<file path="src/hw/cpuPkg.sv">
package cpuPkg;

	// Word and register address sizes
	localparam int dataWidth = 16;
	localparam int regAddrWidth = 3;
	localparam int opWidth = 5;

	// Instruction field positions
	localparam int opMsb = 15;
	localparam int opLsb = 11;
	localparam int rsMsb = 10;
	localparam int rsLsb = 8;
	localparam int rtMsb = 7;
	localparam int rtLsb = 5;
	localparam int rdMsb = 4;
	localparam int rdLsb = 2;
	// imm5 sits in the low bits, sign-extended
	localparam int immMsb = 4;

	// Opcodes, all-zero word decodes as NOP
	localparam logic [opWidth-1:0] opNop = 5'b00000;
	localparam logic [opWidth-1:0] opAdd = 5'b00001;
	localparam logic [opWidth-1:0] opSub = 5'b00010;
	localparam logic [opWidth-1:0] opAnd = 5'b00011;
	localparam logic [opWidth-1:0] opXor = 5'b00100;
	localparam logic [opWidth-1:0] opAddi = 5'b00101;
	localparam logic [opWidth-1:0] opLd = 5'b00110;
	localparam logic [opWidth-1:0] opSt = 5'b00111;
	localparam logic [opWidth-1:0] opHalt = 5'b11111;

	// ALU function select
	typedef enum logic [1:0] {
		aluAdd = 2'b00,
		aluSub = 2'b01,
		aluAnd = 2'b10,
		aluXor = 2'b11
	} aluOp;

endpackage
</file>
<file path="src/hw/cpuTop.sv">
`timescale 1ns/1ps

module cpuTop #(
	parameter int dataDepth = 64
) (
	input  logic clk,
	input  logic rst,
	output logic [cpuPkg::dataWidth-1:0] instrAddr,
	input  logic [cpuPkg::dataWidth-1:0] instrData,
	output logic wbValid,
	output logic [cpuPkg::regAddrWidth-1:0] wbReg,
	output logic [cpuPkg::dataWidth-1:0] wbData,
	output logic halted
);
	import cpuPkg::*;

	// Core to data RAM
	logic [dataWidth-1:0] memAddr, memWrData, memRdData;
	logic memWrEn;

	pipelineCore coreInst (
		.clk(clk),
		.rst(rst),
		.instrAddr(instrAddr),
		.instrData(instrData),
		.memAddr(memAddr),
		.memWrEn(memWrEn),
		.memWrData(memWrData),
		.memRdData(memRdData),
		.wbValid(wbValid),
		.wbReg(wbReg),
		.wbData(wbData),
		.halted(halted)
	);

	// Depth set here only
	dataMemory #(
		.dataDepth(dataDepth)
	) dataMemInst (
		.clk(clk),
		.rst(rst),
		.addr(memAddr),
		.wrEn(memWrEn),
		.wrData(memWrData),
		.rdData(memRdData)
	);

endmodule

</file>
<file path="src/hw/dataMemory.sv">
`timescale 1ns/1ps

module dataMemory #(
	parameter int dataDepth = 64
) (
	input  logic clk,
	input  logic rst,
	input  logic [cpuPkg::dataWidth-1:0] addr,
	input  logic wrEn,
	input  logic [cpuPkg::dataWidth-1:0] wrData,
	output logic [cpuPkg::dataWidth-1:0] rdData
);
	import cpuPkg::*;

	localparam int idxWidth = (dataDepth > 1) ? $clog2(dataDepth) : 1;

	logic [dataWidth-1:0] mem [dataDepth];
	logic [idxWidth-1:0] wordIdx;

	// Word address wraps around the array
	assign wordIdx = idxWidth'(addr % dataDepth);

	// Combinational read
	assign rdData = mem[wordIdx];

	// Write lands at the edge
	always_ff @(posedge clk) begin
		if (rst) begin
			for (int i = 0; i < dataDepth; i++) begin
				mem[i] <= '0;
			end
		end else if (wrEn) begin
			mem[wordIdx] <= wrData;
		end
	end

endmodule

</file>
<file path="src/hw/pipelineCore.sv">
`timescale 1ns/1ps

module pipelineCore (
	input  logic clk,
	input  logic rst,
	output logic [cpuPkg::dataWidth-1:0] instrAddr,
	input  logic [cpuPkg::dataWidth-1:0] instrData,
	output logic [cpuPkg::dataWidth-1:0] memAddr,
	output logic memWrEn,
	output logic [cpuPkg::dataWidth-1:0] memWrData,
	input  logic [cpuPkg::dataWidth-1:0] memRdData,
	output logic wbValid,
	output logic [cpuPkg::regAddrWidth-1:0] wbReg,
	output logic [cpuPkg::dataWidth-1:0] wbData,
	output logic halted
);
	import cpuPkg::*;

	localparam logic [dataWidth-1:0] nopInstr = {opNop, {(dataWidth - opWidth){1'b0}}};

	// Fetch
	logic [dataWidth-1:0] pc;
	logic fetchStop;
	logic [dataWidth-1:0] ifIdInstr;

	// Decode
	logic [opWidth-1:0] opcode;
	logic [regAddrWidth-1:0] rs, rt, rd, decDest;
	logic [dataWidth-1:0] immExt, rsData, rtData;
	aluOp decAluOp;
	logic decUseImm, decRegWrite, decMemRead, decMemWrite, decHalt;
	logic readingRs, readingRt;
	logic stall, pcWriteEnable, ifIdWriteEnable;

	// ID/EX
	logic idExRegWrite, idExMemRead, idExMemWrite, idExHalt;
	aluOp idExAluOp;
	logic idExUseImm;
	logic [dataWidth-1:0] idExA, idExB, idExImm;
	logic [regAddrWidth-1:0] idExDest;
	logic [dataWidth-1:0] aluB, aluResult;

	// EX/MEM
	logic exMemRegWrite, exMemMemRead, exMemMemWrite, exMemHalt;
	logic [dataWidth-1:0] exMemResult, exMemStoreData;
	logic [regAddrWidth-1:0] exMemDest;

	// MEM/WB
	logic memWbRegWrite, memWbHalt;
	logic [dataWidth-1:0] memWbData;
	logic [regAddrWidth-1:0] memWbDest;

	assign instrAddr = pc;

	// PC and IF/ID freeze on stall and take NOP once HALT is seen
	always_ff @(posedge clk) begin
		if (rst) begin
			pc <= '0;
			fetchStop <= 1'b0;
			ifIdInstr <= nopInstr;
		end else begin
			if (decHalt) begin
				fetchStop <= 1'b1;
			end
			if (pcWriteEnable && !fetchStop && !decHalt) begin
				pc <= pc + 16'd1;
			end
			if (ifIdWriteEnable) begin
				ifIdInstr <= (fetchStop || decHalt) ? nopInstr : instrData;
			end
		end
	end

	// Field split
	assign opcode = ifIdInstr[opMsb:opLsb];
	assign rs = ifIdInstr[rsMsb:rsLsb];
	assign rt = ifIdInstr[rtMsb:rtLsb];
	assign rd = ifIdInstr[rdMsb:rdLsb];
	assign immExt = {{(dataWidth - immMsb - 1){ifIdInstr[immMsb]}}, ifIdInstr[immMsb:0]};

	// Unknown opcodes decode as NOP
	always_comb begin
		decAluOp = aluAdd;
		decUseImm = 1'b0;
		decRegWrite = 1'b0;
		decMemRead = 1'b0;
		decMemWrite = 1'b0;
		decHalt = 1'b0;
		decDest = rd;
		readingRs = 1'b0;
		readingRt = 1'b0;
		case (opcode)
			opAdd, opSub, opAnd, opXor: begin
				decAluOp = (opcode == opAdd) ? aluAdd :
					(opcode == opSub) ? aluSub :
					(opcode == opAnd) ? aluAnd : aluXor;
				decRegWrite = 1'b1;
				readingRs = 1'b1;
				readingRt = 1'b1;
			end
			opAddi, opLd: begin
				decUseImm = 1'b1;
				decRegWrite = 1'b1;
				decMemRead = (opcode == opLd);
				// I-type destination is Rt
				decDest = rt;
				readingRs = 1'b1;
			end
			opSt: begin
				decUseImm = 1'b1;
				decMemWrite = 1'b1;
				readingRs = 1'b1;
				readingRt = 1'b1;
			end
			opHalt: begin
				decHalt = 1'b1;
			end
			default: begin
				decHalt = 1'b0;
			end
		endcase
	end

	hazardDetector hazardInst (
		.ifIdRs(rs),
		.ifIdRt(rt),
		.idExWriteReg(idExDest),
		.exMemWriteReg(exMemDest),
		.memWbWriteReg(memWbDest),
		.readingRs(readingRs),
		.readingRt(readingRt),
		.idExRegWrite(idExRegWrite),
		.exMemRegWrite(exMemRegWrite),
		.memWbRegWrite(memWbRegWrite),
		.stall(stall),
		.pcWriteEnable(pcWriteEnable),
		.ifIdWriteEnable(ifIdWriteEnable)
	);

	// Writeback drives the write port
	regFile regFileInst (
		.clk(clk),
		.rst(rst),
		.readAddrA(rs),
		.readAddrB(rt),
		.writeAddr(memWbDest),
		.writeEn(memWbRegWrite),
		.writeData(memWbData),
		.readDataA(rsData),
		.readDataB(rtData)
	);

	// ID/EX control gets a bubble on stall
	always_ff @(posedge clk) begin
		if (rst || stall) begin
			idExRegWrite <= 1'b0;
			idExMemRead <= 1'b0;
			idExMemWrite <= 1'b0;
			idExHalt <= 1'b0;
		end else begin
			idExRegWrite <= decRegWrite;
			idExMemRead <= decMemRead;
			idExMemWrite <= decMemWrite;
			idExHalt <= decHalt;
		end
	end

	// ID/EX payload
	always_ff @(posedge clk) begin
		idExAluOp <= decAluOp;
		idExUseImm <= decUseImm;
		idExA <= rsData;
		idExB <= rtData;
		idExImm <= immExt;
		idExDest <= decDest;
	end

	// Execute
	assign aluB = idExUseImm ? idExImm : idExB;

	aluUnit aluInst (
		.op(idExAluOp),
		.operandA(idExA),
		.operandB(aluB),
		.result(aluResult)
	);

	always_ff @(posedge clk) begin
		if (rst) begin
			exMemRegWrite <= 1'b0;
			exMemMemRead <= 1'b0;
			exMemMemWrite <= 1'b0;
			exMemHalt <= 1'b0;
		end else begin
			exMemRegWrite <= idExRegWrite;
			exMemMemRead <= idExMemRead;
			exMemMemWrite <= idExMemWrite;
			exMemHalt <= idExHalt;
		end
		exMemResult <= aluResult;
		exMemStoreData <= idExB;
		exMemDest <= idExDest;
	end

	// ALU result is the data word address
	assign memAddr = exMemResult;
	assign memWrEn = exMemMemWrite;
	assign memWrData = exMemStoreData;

	always_ff @(posedge clk) begin
		if (rst) begin
			memWbRegWrite <= 1'b0;
			memWbHalt <= 1'b0;
			halted <= 1'b0;
		end else begin
			memWbRegWrite <= exMemRegWrite;
			memWbHalt <= exMemHalt;
			// Sticky until reset
			if (memWbHalt) begin
				halted <= 1'b1;
			end
		end
		memWbData <= exMemMemRead ? memRdData : exMemResult;
		memWbDest <= exMemDest;
	end

	// Writeback outputs
	assign wbValid = memWbRegWrite;
	assign wbReg = memWbDest;
	assign wbData = memWbData;

	// A stalled decode holds the PC and IF/ID for the next cycle
	stallFreezesFetch: assert property (
		@(posedge clk) disable iff (rst)
		stall |=> ($stable(pc) && $stable(ifIdInstr))
	);

	// Fetch was frozen well before HALT retired
	pcStableWhileHalted: assert property (
		@(posedge clk) disable iff (rst)
		(halted && !rst) |=> $stable(pc)
	);

endmodule

</file>
<file path="src/hw/aluUnit.sv">
`timescale 1ns/1ps

module aluUnit (
	input  cpuPkg::aluOp op,
	input  logic [cpuPkg::dataWidth-1:0] operandA,
	input  logic [cpuPkg::dataWidth-1:0] operandB,
	output logic [cpuPkg::dataWidth-1:0] result
);
	import cpuPkg::*;

	// Pure combinational datapath
	always_comb begin
		case (op)
			// Also ADDI and LD/ST effective address
			aluAdd: begin
				result = operandA + operandB;
			end
			aluSub: begin
				result = operandA - operandB;
			end
			aluAnd: begin
				result = operandA & operandB;
			end
			aluXor: begin
				result = operandA ^ operandB;
			end
			// Unreachable for a clean select, keep it defined
			default: begin
				result = operandA + operandB;
			end
		endcase
	end

endmodule

</file>
<file path="src/hw/regFile.sv">
`timescale 1ns/1ps

module regFile (
	input  logic clk,
	input  logic rst,
	input  logic [cpuPkg::regAddrWidth-1:0] readAddrA,
	input  logic [cpuPkg::regAddrWidth-1:0] readAddrB,
	input  logic [cpuPkg::regAddrWidth-1:0] writeAddr,
	input  logic writeEn,
	input  logic [cpuPkg::dataWidth-1:0] writeData,
	output logic [cpuPkg::dataWidth-1:0] readDataA,
	output logic [cpuPkg::dataWidth-1:0] readDataB
);
	import cpuPkg::*;

	localparam int numRegs = 2 ** regAddrWidth;

	logic [dataWidth-1:0] regs [numRegs];

	// Write port, whole file cleared on reset
	always_ff @(posedge clk) begin
		if (rst) begin
			for (int i = 0; i < numRegs; i++) begin
				regs[i] <= '0;
			end
		end else if (writeEn) begin
			regs[writeAddr] <= writeData;
		end
	end

	// Write-through so decode sees the value being written this cycle
	assign readDataA = (writeEn && (writeAddr == readAddrA)) ? writeData : regs[readAddrA];
	assign readDataB = (writeEn && (writeAddr == readAddrB)) ? writeData : regs[readAddrB];

	// Writeback must never target an unknown register
	writeAddrKnown: assert property (
		@(posedge clk) disable iff (rst)
		writeEn |-> !$isunknown(writeAddr)
	);

endmodule

</file>
<file path="src/hw/hazardDetector.sv">
`timescale 1ns/1ps

module hazardDetector (
	input  logic [cpuPkg::regAddrWidth-1:0] ifIdRs,
	input  logic [cpuPkg::regAddrWidth-1:0] ifIdRt,
	input  logic [cpuPkg::regAddrWidth-1:0] idExWriteReg,
	input  logic [cpuPkg::regAddrWidth-1:0] exMemWriteReg,
	input  logic [cpuPkg::regAddrWidth-1:0] memWbWriteReg,
	input  logic readingRs,
	input  logic readingRt,
	input  logic idExRegWrite,
	input  logic exMemRegWrite,
	input  logic memWbRegWrite,
	output logic stall,
	output logic pcWriteEnable,
	output logic ifIdWriteEnable
);

	logic idExRawRs, idExRawRt;
	logic exMemRawRs, exMemRawRt;
	logic memWbRawRs, memWbRawRt;
	logic idExStall, exMemStall, memWbStall;

	// Rs is bits 10..8 of the decode instruction
	// Rt is bits 7..5 and only checked when actually read
	assign idExRawRs = (idExWriteReg == ifIdRs) & readingRs;
	assign idExRawRt = (idExWriteReg == ifIdRt) & readingRt;

	assign exMemRawRs = (exMemWriteReg == ifIdRs) & readingRs;
	assign exMemRawRt = (exMemWriteReg == ifIdRt) & readingRt;

	// No bypass paths, so writeback stage counts too
	assign memWbRawRs = (memWbWriteReg == ifIdRs) & readingRs;
	assign memWbRawRt = (memWbWriteReg == ifIdRt) & readingRt;

	// A stage only blocks decode if it really writes a register
	assign idExStall = idExRegWrite & (idExRawRs | idExRawRt);
	assign exMemStall = exMemRegWrite & (exMemRawRs | exMemRawRt);
	assign memWbStall = memWbRegWrite & (memWbRawRs | memWbRawRt);

	assign stall = idExStall | exMemStall | memWbStall;
	// Freeze PC and IF/ID together
	assign pcWriteEnable = ~stall;
	assign ifIdWriteEnable = ~stall;

endmodule

</file>
<file path="config.mk">
export PLATFORM = sky130hd
export DESIGN_NAME = cpuTop
export DESIGN_NICKNAME = d
export VERILOG_FILES = /design/src/hw/cpuPkg.sv /design/src/hw/cpuTop.sv /design/src/hw/dataMemory.sv /design/src/hw/pipelineCore.sv /design/src/hw/aluUnit.sv /design/src/hw/regFile.sv /design/src/hw/hazardDetector.sv
export SDC_FILE = /design/constraint.sdc
export NUM_CORES = 2
export LEC_CHECK = 0
export BUFFER_PORTS_ARGS = -buffer_cell sky130_fd_sc_hd__buf_2
export CAP_MARGIN = 20
export CELL_PAD_IN_SITES_DETAIL_PLACEMENT = 0
export CELL_PAD_IN_SITES_GLOBAL_PLACEMENT = 2
export CORE_ASPECT_RATIO = 0.5
export CORE_MARGIN = 10
export CORE_UTILIZATION = 41
export DETAILED_ROUTE_END_ITERATION = 16
export PLACE_DENSITY_LB_ADDON = 0.1
export SLEW_MARGIN = 10
export SYNTH_ARGS = -nofsm -noshare
export SYNTH_HDL_FRONTEND = slang
export SYNTH_HIERARCHICAL = 1
export SYNTH_SLANG_ARGS = --single-unit
</file>
<file path="constraint.sdc">
create_clock -name clk -period 3.4 [get_ports clk]
set_input_delay 0.17 -clock clk [delete_from_list [all_inputs] [get_ports clk]]
set_output_delay 0.17 -clock clk [all_outputs]
set_load 0.02 [all_outputs]
</file>
Yosys cells after proc, flatten, opt, wreduce, memory -nomap -nowiden
Memory sizes are Yosys's and may differ from the RTL's. A register that Yosys moved wholly into a read port is not among the register bits. Index checks and enable logic that the tools add are counted.

Register bits: 141. Memory bits (writable): 1152. Input bits: 18. Output and inout bits: 37. Memories kept: 2.

Memory list: dataMemInst.mem (words 64, width 16, read ports 1, clocked after Yosys merged registers in 1, wr ports 64, line dataMemory.sv:17) `logic [dataWidth-1:0] mem [dataDepth];`; coreInst.regFileInst.regs (words 8, width 16, read ports 2, clocked after Yosys merged registers in 2, wr ports 8, line regFile.sv:18) `logic [dataWidth-1:0] regs [numRegs];`.

$add $sub $neg: 3. Equality and inequality tests: 17. Multiplexer cells: 33. Bitwise operators: 19. Reductions and logical operators: 20.

Operator list (number): 16-bit two-way mux (7); 16-bit one-hot mux with 4 select lines (1); 16-bit OR reduction (2); 5-bit by 3-bit equality test with 1-bit output, second input constant (4); 3-bit equality test (6); 1-bit two-way mux (18); 3-bit two-way mux (6); 16-bit by 1-bit adder with 16-bit output, second input constant (1); 16-bit adder (1); 16-bit bitwise AND (1); 16-bit subtractor (1); 16-bit XOR (1); 5-bit by 2-bit equality test with 1-bit output, second input constant (2); 1-bit bitwise AND (9); 7-bit OR reduction (1); 6-bit two-way mux (1); 2-bit OR reduction (3); 3-bit OR reduction (2); 6-bit OR reduction (1); 5-bit by 1-bit equality test with 1-bit output, second input constant (1); 5-bit equality test, second input constant (1); 1-bit bitwise OR (5); 5-bit OR reduction (1); 2-bit equality test, second input constant (2); 7 further kinds (14).

Logic depth before layout (Yosys ltp)
Depth after elaboration: 11. Mapped depth: 16. Gate-level depth less buffers: 15.

By module
Netlist, hierarchy kept.

Modules (own cells, without submodules): dataMemory (instances 1, cells an instance 3562, area each 46882.5 um^2); regFile (instances 1, cells an instance 445, area each 7453.4 um^2); pipelineCore (instances 1, cells an instance 363, area each 4221.5 um^2); aluUnit (instances 1, cells an instance 213, area each 1595.3 um^2); hazardDetector (instances 1, cells an instance 30, area each 236.5 um^2).

Least setup slack after synthesis
No wires, ideal clock.

Path type: flip-flop to flip-flop. Start: register coreInst.idExUseImm. End: register coreInst.exMemResult[15], in the netlist coreInst/memAddr[15]. Setup time: 0.120 ns. Arrival: 3.326 ns. Data required time: 3.280 ns. Path slack: -0.046 ns. Cell stages (with the launch flop): 15. Clock period less this slack: 3.446 ns. Cells stage by stage: dfxtp_1 -> clkbuf_1 -> clkbuf_1 -> o21ai_0 -> nor4_4 -> nand2_1 -> or4_4 -> o31ai_4 -> xor2_1 -> ha_1 -> nand2_1 -> nor3_1 -> o21ai_0 -> and4_1 -> o31a_1.

Cells in the longest elaborated chain, start to end: 3. Elaborated cells on any way between the ends: 6.

Ends and longest elaborated chain: start, declared (line pipelineCore.sv:38) `logic idExUseImm;`; start signal, assigned (line pipelineCore.sv:171) `idExUseImm <= decUseImm;`; 16-bit two-way mux * (line pipelineCore.sv:179) `assign aluB = idExUseImm ? idExImm : idExB;`; net coreInst.aluB[6] (line pipelineCore.sv:41) `logic [dataWidth-1:0] aluB, aluResult;`; 16-bit subtractor or 16-bit adder (tied branches) (line aluUnit.sv:19, aluUnit.sv:16); 16-bit one-hot mux with 4 select lines * (line aluUnit.sv:13) `case (op)`; net coreInst.aluResult[15] (line pipelineCore.sv:41); end signal, assigned (line pipelineCore.sv:200) `exMemResult <= aluResult;`; end, declared (line pipelineCore.sv:45) `logic [dataWidth-1:0] exMemResult, exMemStoreData;`.

The timed path passes the listed nets; every way through them passes the cells marked *. A chain may end at the register's enable or synchronous reset.

==> impl_metrics.json <==
{
  "ys.flop_type": "edfxtp_1",
  "die_w_um": 563,
  "reg2reg_to": "coreInst/wbData[11]",
  "vias": 39000,
  "post_drt_wl_per_cell_um": 29.0,
  "hold_viol_final": 0,
  "peakVddDrop_uv": 431,
  "drv_slew": 0,
  "area_growth_pct": 14.3,
  "outcome": "complete, no violations",
  "leakage_nw": 25.6,
  "slew_headroom": 0.262,
  "firstDrtPassIters": 5,
  "postSynthRegisterBits": 1293,
  "globalplace.congestion": 0.889,
  "final_cell_mix": "1161 x and2_1, 1152 x edfxtp_1, 291 x buf_4",
  "drt_iter0_markers": 4383,
  "arrival_ns": 4.11,
  "grt_pass1_vias": 38100,
  "fin_crit_ns": 3.40,
  "p_comb_frac": 0.309,
  "async_reset_ff_frac": 0,
  "overflow": 0,
  "core_area_sq_mm": 0.146,
  "die_h_um": 291,
  "synthesis.nets": 4665,
  "fp.dieArea_sq_mm": 0.164,
  "fin_skew_ns": 0.0389,
  "end_kind": "flip-flop",
  "synth-edff-count": 1152,
  "switchingPower_mw": 17.6,
  "clock-sinks": 1293,
  "holdPathEnd": "coreInst/ifIdInstr[13]",
  "mostFrequentLayoutCell": "and2_1",
  "whs_path_depth": 4,
  "worst_setup_path_start_kind": "flip-flop",
  "min_from": "instrData[13]",
  "worst_pin_slew_ns": 1.11,
  "critPathKind": "flip-flop to flip-flop",
  "placed_area_sq_mm": 0.0644,
  "postLayoutCellArea_sq_mm": 0.0690,
  "grt_first_pass_wirelength_mm": 285,
  "io_buffers": 54,
  "fmax_mhz": 294,
  "critPathRequiredTime_ns": 4.11,
  "clock_latency_ns": 0.78,
  "worstRegToRegCells": 8,
  "setup_viol_count_final": 0,
  "ys_seq_area_frac": 0.620,
  "antenna_found_initial": 17,
  "period_share": 0.999,
  "cp_max_fo": 29,
  "p_sw_frac": 0.356,
  "power.share.clock": 0.299,
  "yosys_warnings": 6,
  "cts_buffer_depth": 4,
  "cts_tree": "built",
  "globalRouteTotalUtil": 0.235,
  "power_density_mw_per_mm2": 714,
  "nNetsFinal": 4804,
  "start_util": 0.414,
  "vias_per_cell": 5.72,
  "maxCapViolCount": 0,
  "rrSetupSlack_ns": 0.003,
  "rsz0062_at_grt": "yes",
  "grt_max_degree": 101,
  "ant_nets": 0,
  "drc": 0,
  "root_buffer": "clkbuf_16",
  "ys_types": 85,
  "path_clk_slew_ns": 0.06,
  "whs_ns": 0.237,
  "postSynthCellCount": 4613,
  "power_frac_seq": 0.392,
  "cts_htree_levels": 4,
  "rr_startpoint": "coreInst/memAddr[1]",
  "numCtsBuffers": 138,
  "mappedNetlistArea_sq_mm": 0.0604,
  "wirelength_mm": 198,
  "power.internal_mw": 31.7,
  "hold_path.class": "input port to flip-flop",
  "ios": 55,
  "drive_gt1_frac": 0.177,
  "syn-mean-instance-area_sq_um": 13.1,
  "num_rows": 99,
  "dp_hpwl_mm": 132
}
## flip-flops by register name (all words and copies together), names as in the netlist, 2 cells and up
register,flops
coreInst/idExA,16
coreInst/wbReg,3
coreInst/idExDest,3
coreInst/idExImm,5
coreInst/memWrData,16
coreInst/idExB,16
coreInst/ifIdInstr,16
coreInst/memAddr,16
coreInst/regFileInst/regs,128
coreInst/instrAddr,16
coreInst/idExAluOp,2
coreInst/exMemDest,3
dataMemInst/mem,1024
coreInst/wbData,16
## worst max path at each step
stage | startpoint | end | slack (ns) | cells past startpoint
6_report | coreInst/memAddr[1] | coreInst/wbData[11] | 0.003 | 8
5_1_grt | coreInst/idExUseImm | coreInst/memAddr[14] | -0.04 | 15
4_1_cts | coreInst/idExUseImm | coreInst/memAddr[14] | -0.003 | 15
3_5_place_dp | coreInst/idExUseImm | coreInst/memAddr[14] | -0.13 | 14
3_3_place_gp | coreInst/idExUseImm | coreInst/memAddr[15] | -0.30 | 15
2_1_floorplan | coreInst/idExUseImm | coreInst/memAddr[15] | 0.03 | 15
## worst max-delay path: stages, from the launching register on
cell      delay [ns]
dfxtp_4         0.39
buf_12          0.19
nor2_1          0.78
a221oi_1        0.21
buf_4           0.23
o21a_1          0.19
nor4_1          0.79
or3_1           0.35
mux2_2          0.19
## stage by stage
step	util	power (mW)	instances	TNS [ns]	worst slack [ns]
4_1_cts	0.472	49.3	6817	-0.00281	-0.00281
3_3_place_gp	0.441	34.4	6557	-0.745	-0.300
2_1_floorplan	-	26.5	4613	0	0.0263
5_1_grt	0.472	51.0	6820	-0.0575	-0.0381
6_report	0.473	49.3	6830	0	0.00322
3_5_place_dp	0.441	34.5	6557	-0.639	-0.130
## power by group through the flow
| stage | logic (mW) | registers (mW) | clock network [mW] |
|---|---|---|---|
| 2_1_floorplan | 7.61 | 18.8 | 0 |
| 3_3_place_gp | 14.8 | 19.7 | 0 |
| 3_5_place_dp | 14.8 | 19.7 | 0 |
| 4_1_cts | 15.0 | 19.3 | 15.0 |
| 5_1_grt | 15.9 | 19.4 | 15.7 |
| 6_report | 15.2 | 19.3 | 14.7 |
## per-layer routing
metal	vias up	routed length [um]	global-route usage
met5	-	0	0
met4	0	3110	0.0412
met3	197	14800	0.0452
met2	1369	87200	0.354
met1	20200	93200	0.353
li1	17300	-	-
## cell families after synthesis
group / after synthesis / synth area share
simple gates: 1685 / 0.165
fa+ha+maj: 34 / 0.00717
flops: 1293 / 0.620
mux: 321 / 0.0781
compound gates: 790 / 0.0904
xor+xnor: 55 / 0.00798
buf+inv: 435 / 0.0321
## synth_stat cells, types with 18 or more instances
| master | instances | share of area |
|---|---|---|
| and2_1 | 1163 | 0.12 |
| edfxtp_1 | 1152 | 0.57 |
| clkbuf_1 | 265 | 0.016 |
| a22oi_1 | 192 | 0.024 |
| nor2_1 | 144 | 0.0090 |
| dfxtp_1 | 141 | 0.047 |
| a21oi_1 | 139 | 0.012 |
| mux2i_1 | 129 | 0.021 |
| o21ai_0 | 119 | 0.0099 |
| nand2_1 | 114 | 0.0071 |
| mux2_2 | 92 | 0.017 |
| a221oi_1 | 90 | 0.013 |
| buf_2 | 80 | 0.0066 |
| or2_2 | 74 | 0.0077 |
| o22ai_1 | 70 | 0.0073 |
| mux4_1 | 61 | 0.027 |
| xnor2_1 | 42 | 0.0061 |
| a22o_1 | 33 | 0.0048 |
| ha_1 | 33 | 0.0068 |
| buf_1 | 31 | 0.0019 |
| nand3_1 | 31 | 0.0026 |
| mux4_2 | 27 | 0.010 |
| nand2b_1 | 25 | 0.0026 |
| inv_1 | 23 | 0.0014 |
| o221ai_1 | 23 | 0.0033 |
| a31oi_1 | 22 | 0.0023 |
| nor3_1 | 21 | 0.0017 |
| nand4_1 | 20 | 0.0021 |
| nor2b_1 | 19 | 0.0020 |
| buf_6 | 18 | 0.0034 |
## area by class of cell
| class | instances | area, sq um |
|---|---|---|
| sequential | 1293 | 37500 |
| multi-input combinational | 2885 | 21200 |
| clock buffer | 180 | 3770 |
| clock inverter | 59 | 480 |
| fill | 12900 | 77000 |
| inverter | 25 | 93.8 |
| timing repair buffer | 409 | 3550 |
| tap | 1969 | 2460 |
| antenna | 10 | 25.0 |
## timing repair
| item | in CTS | in global routing |
|---|---|---|
| resized for setup | 7 | 17 |
| setup buffers | 2 | 3 |
| endpoints found under the hold margin | 18 | 0 |
| pin swaps | 1 | 2 |
| hold buffers | 19 | 0 |
| gates cloned | 0 | 0 |
| endpoints found under the setup margin | 18 | 16 |
No activity file was read; power rests on OpenSTA's default activity.
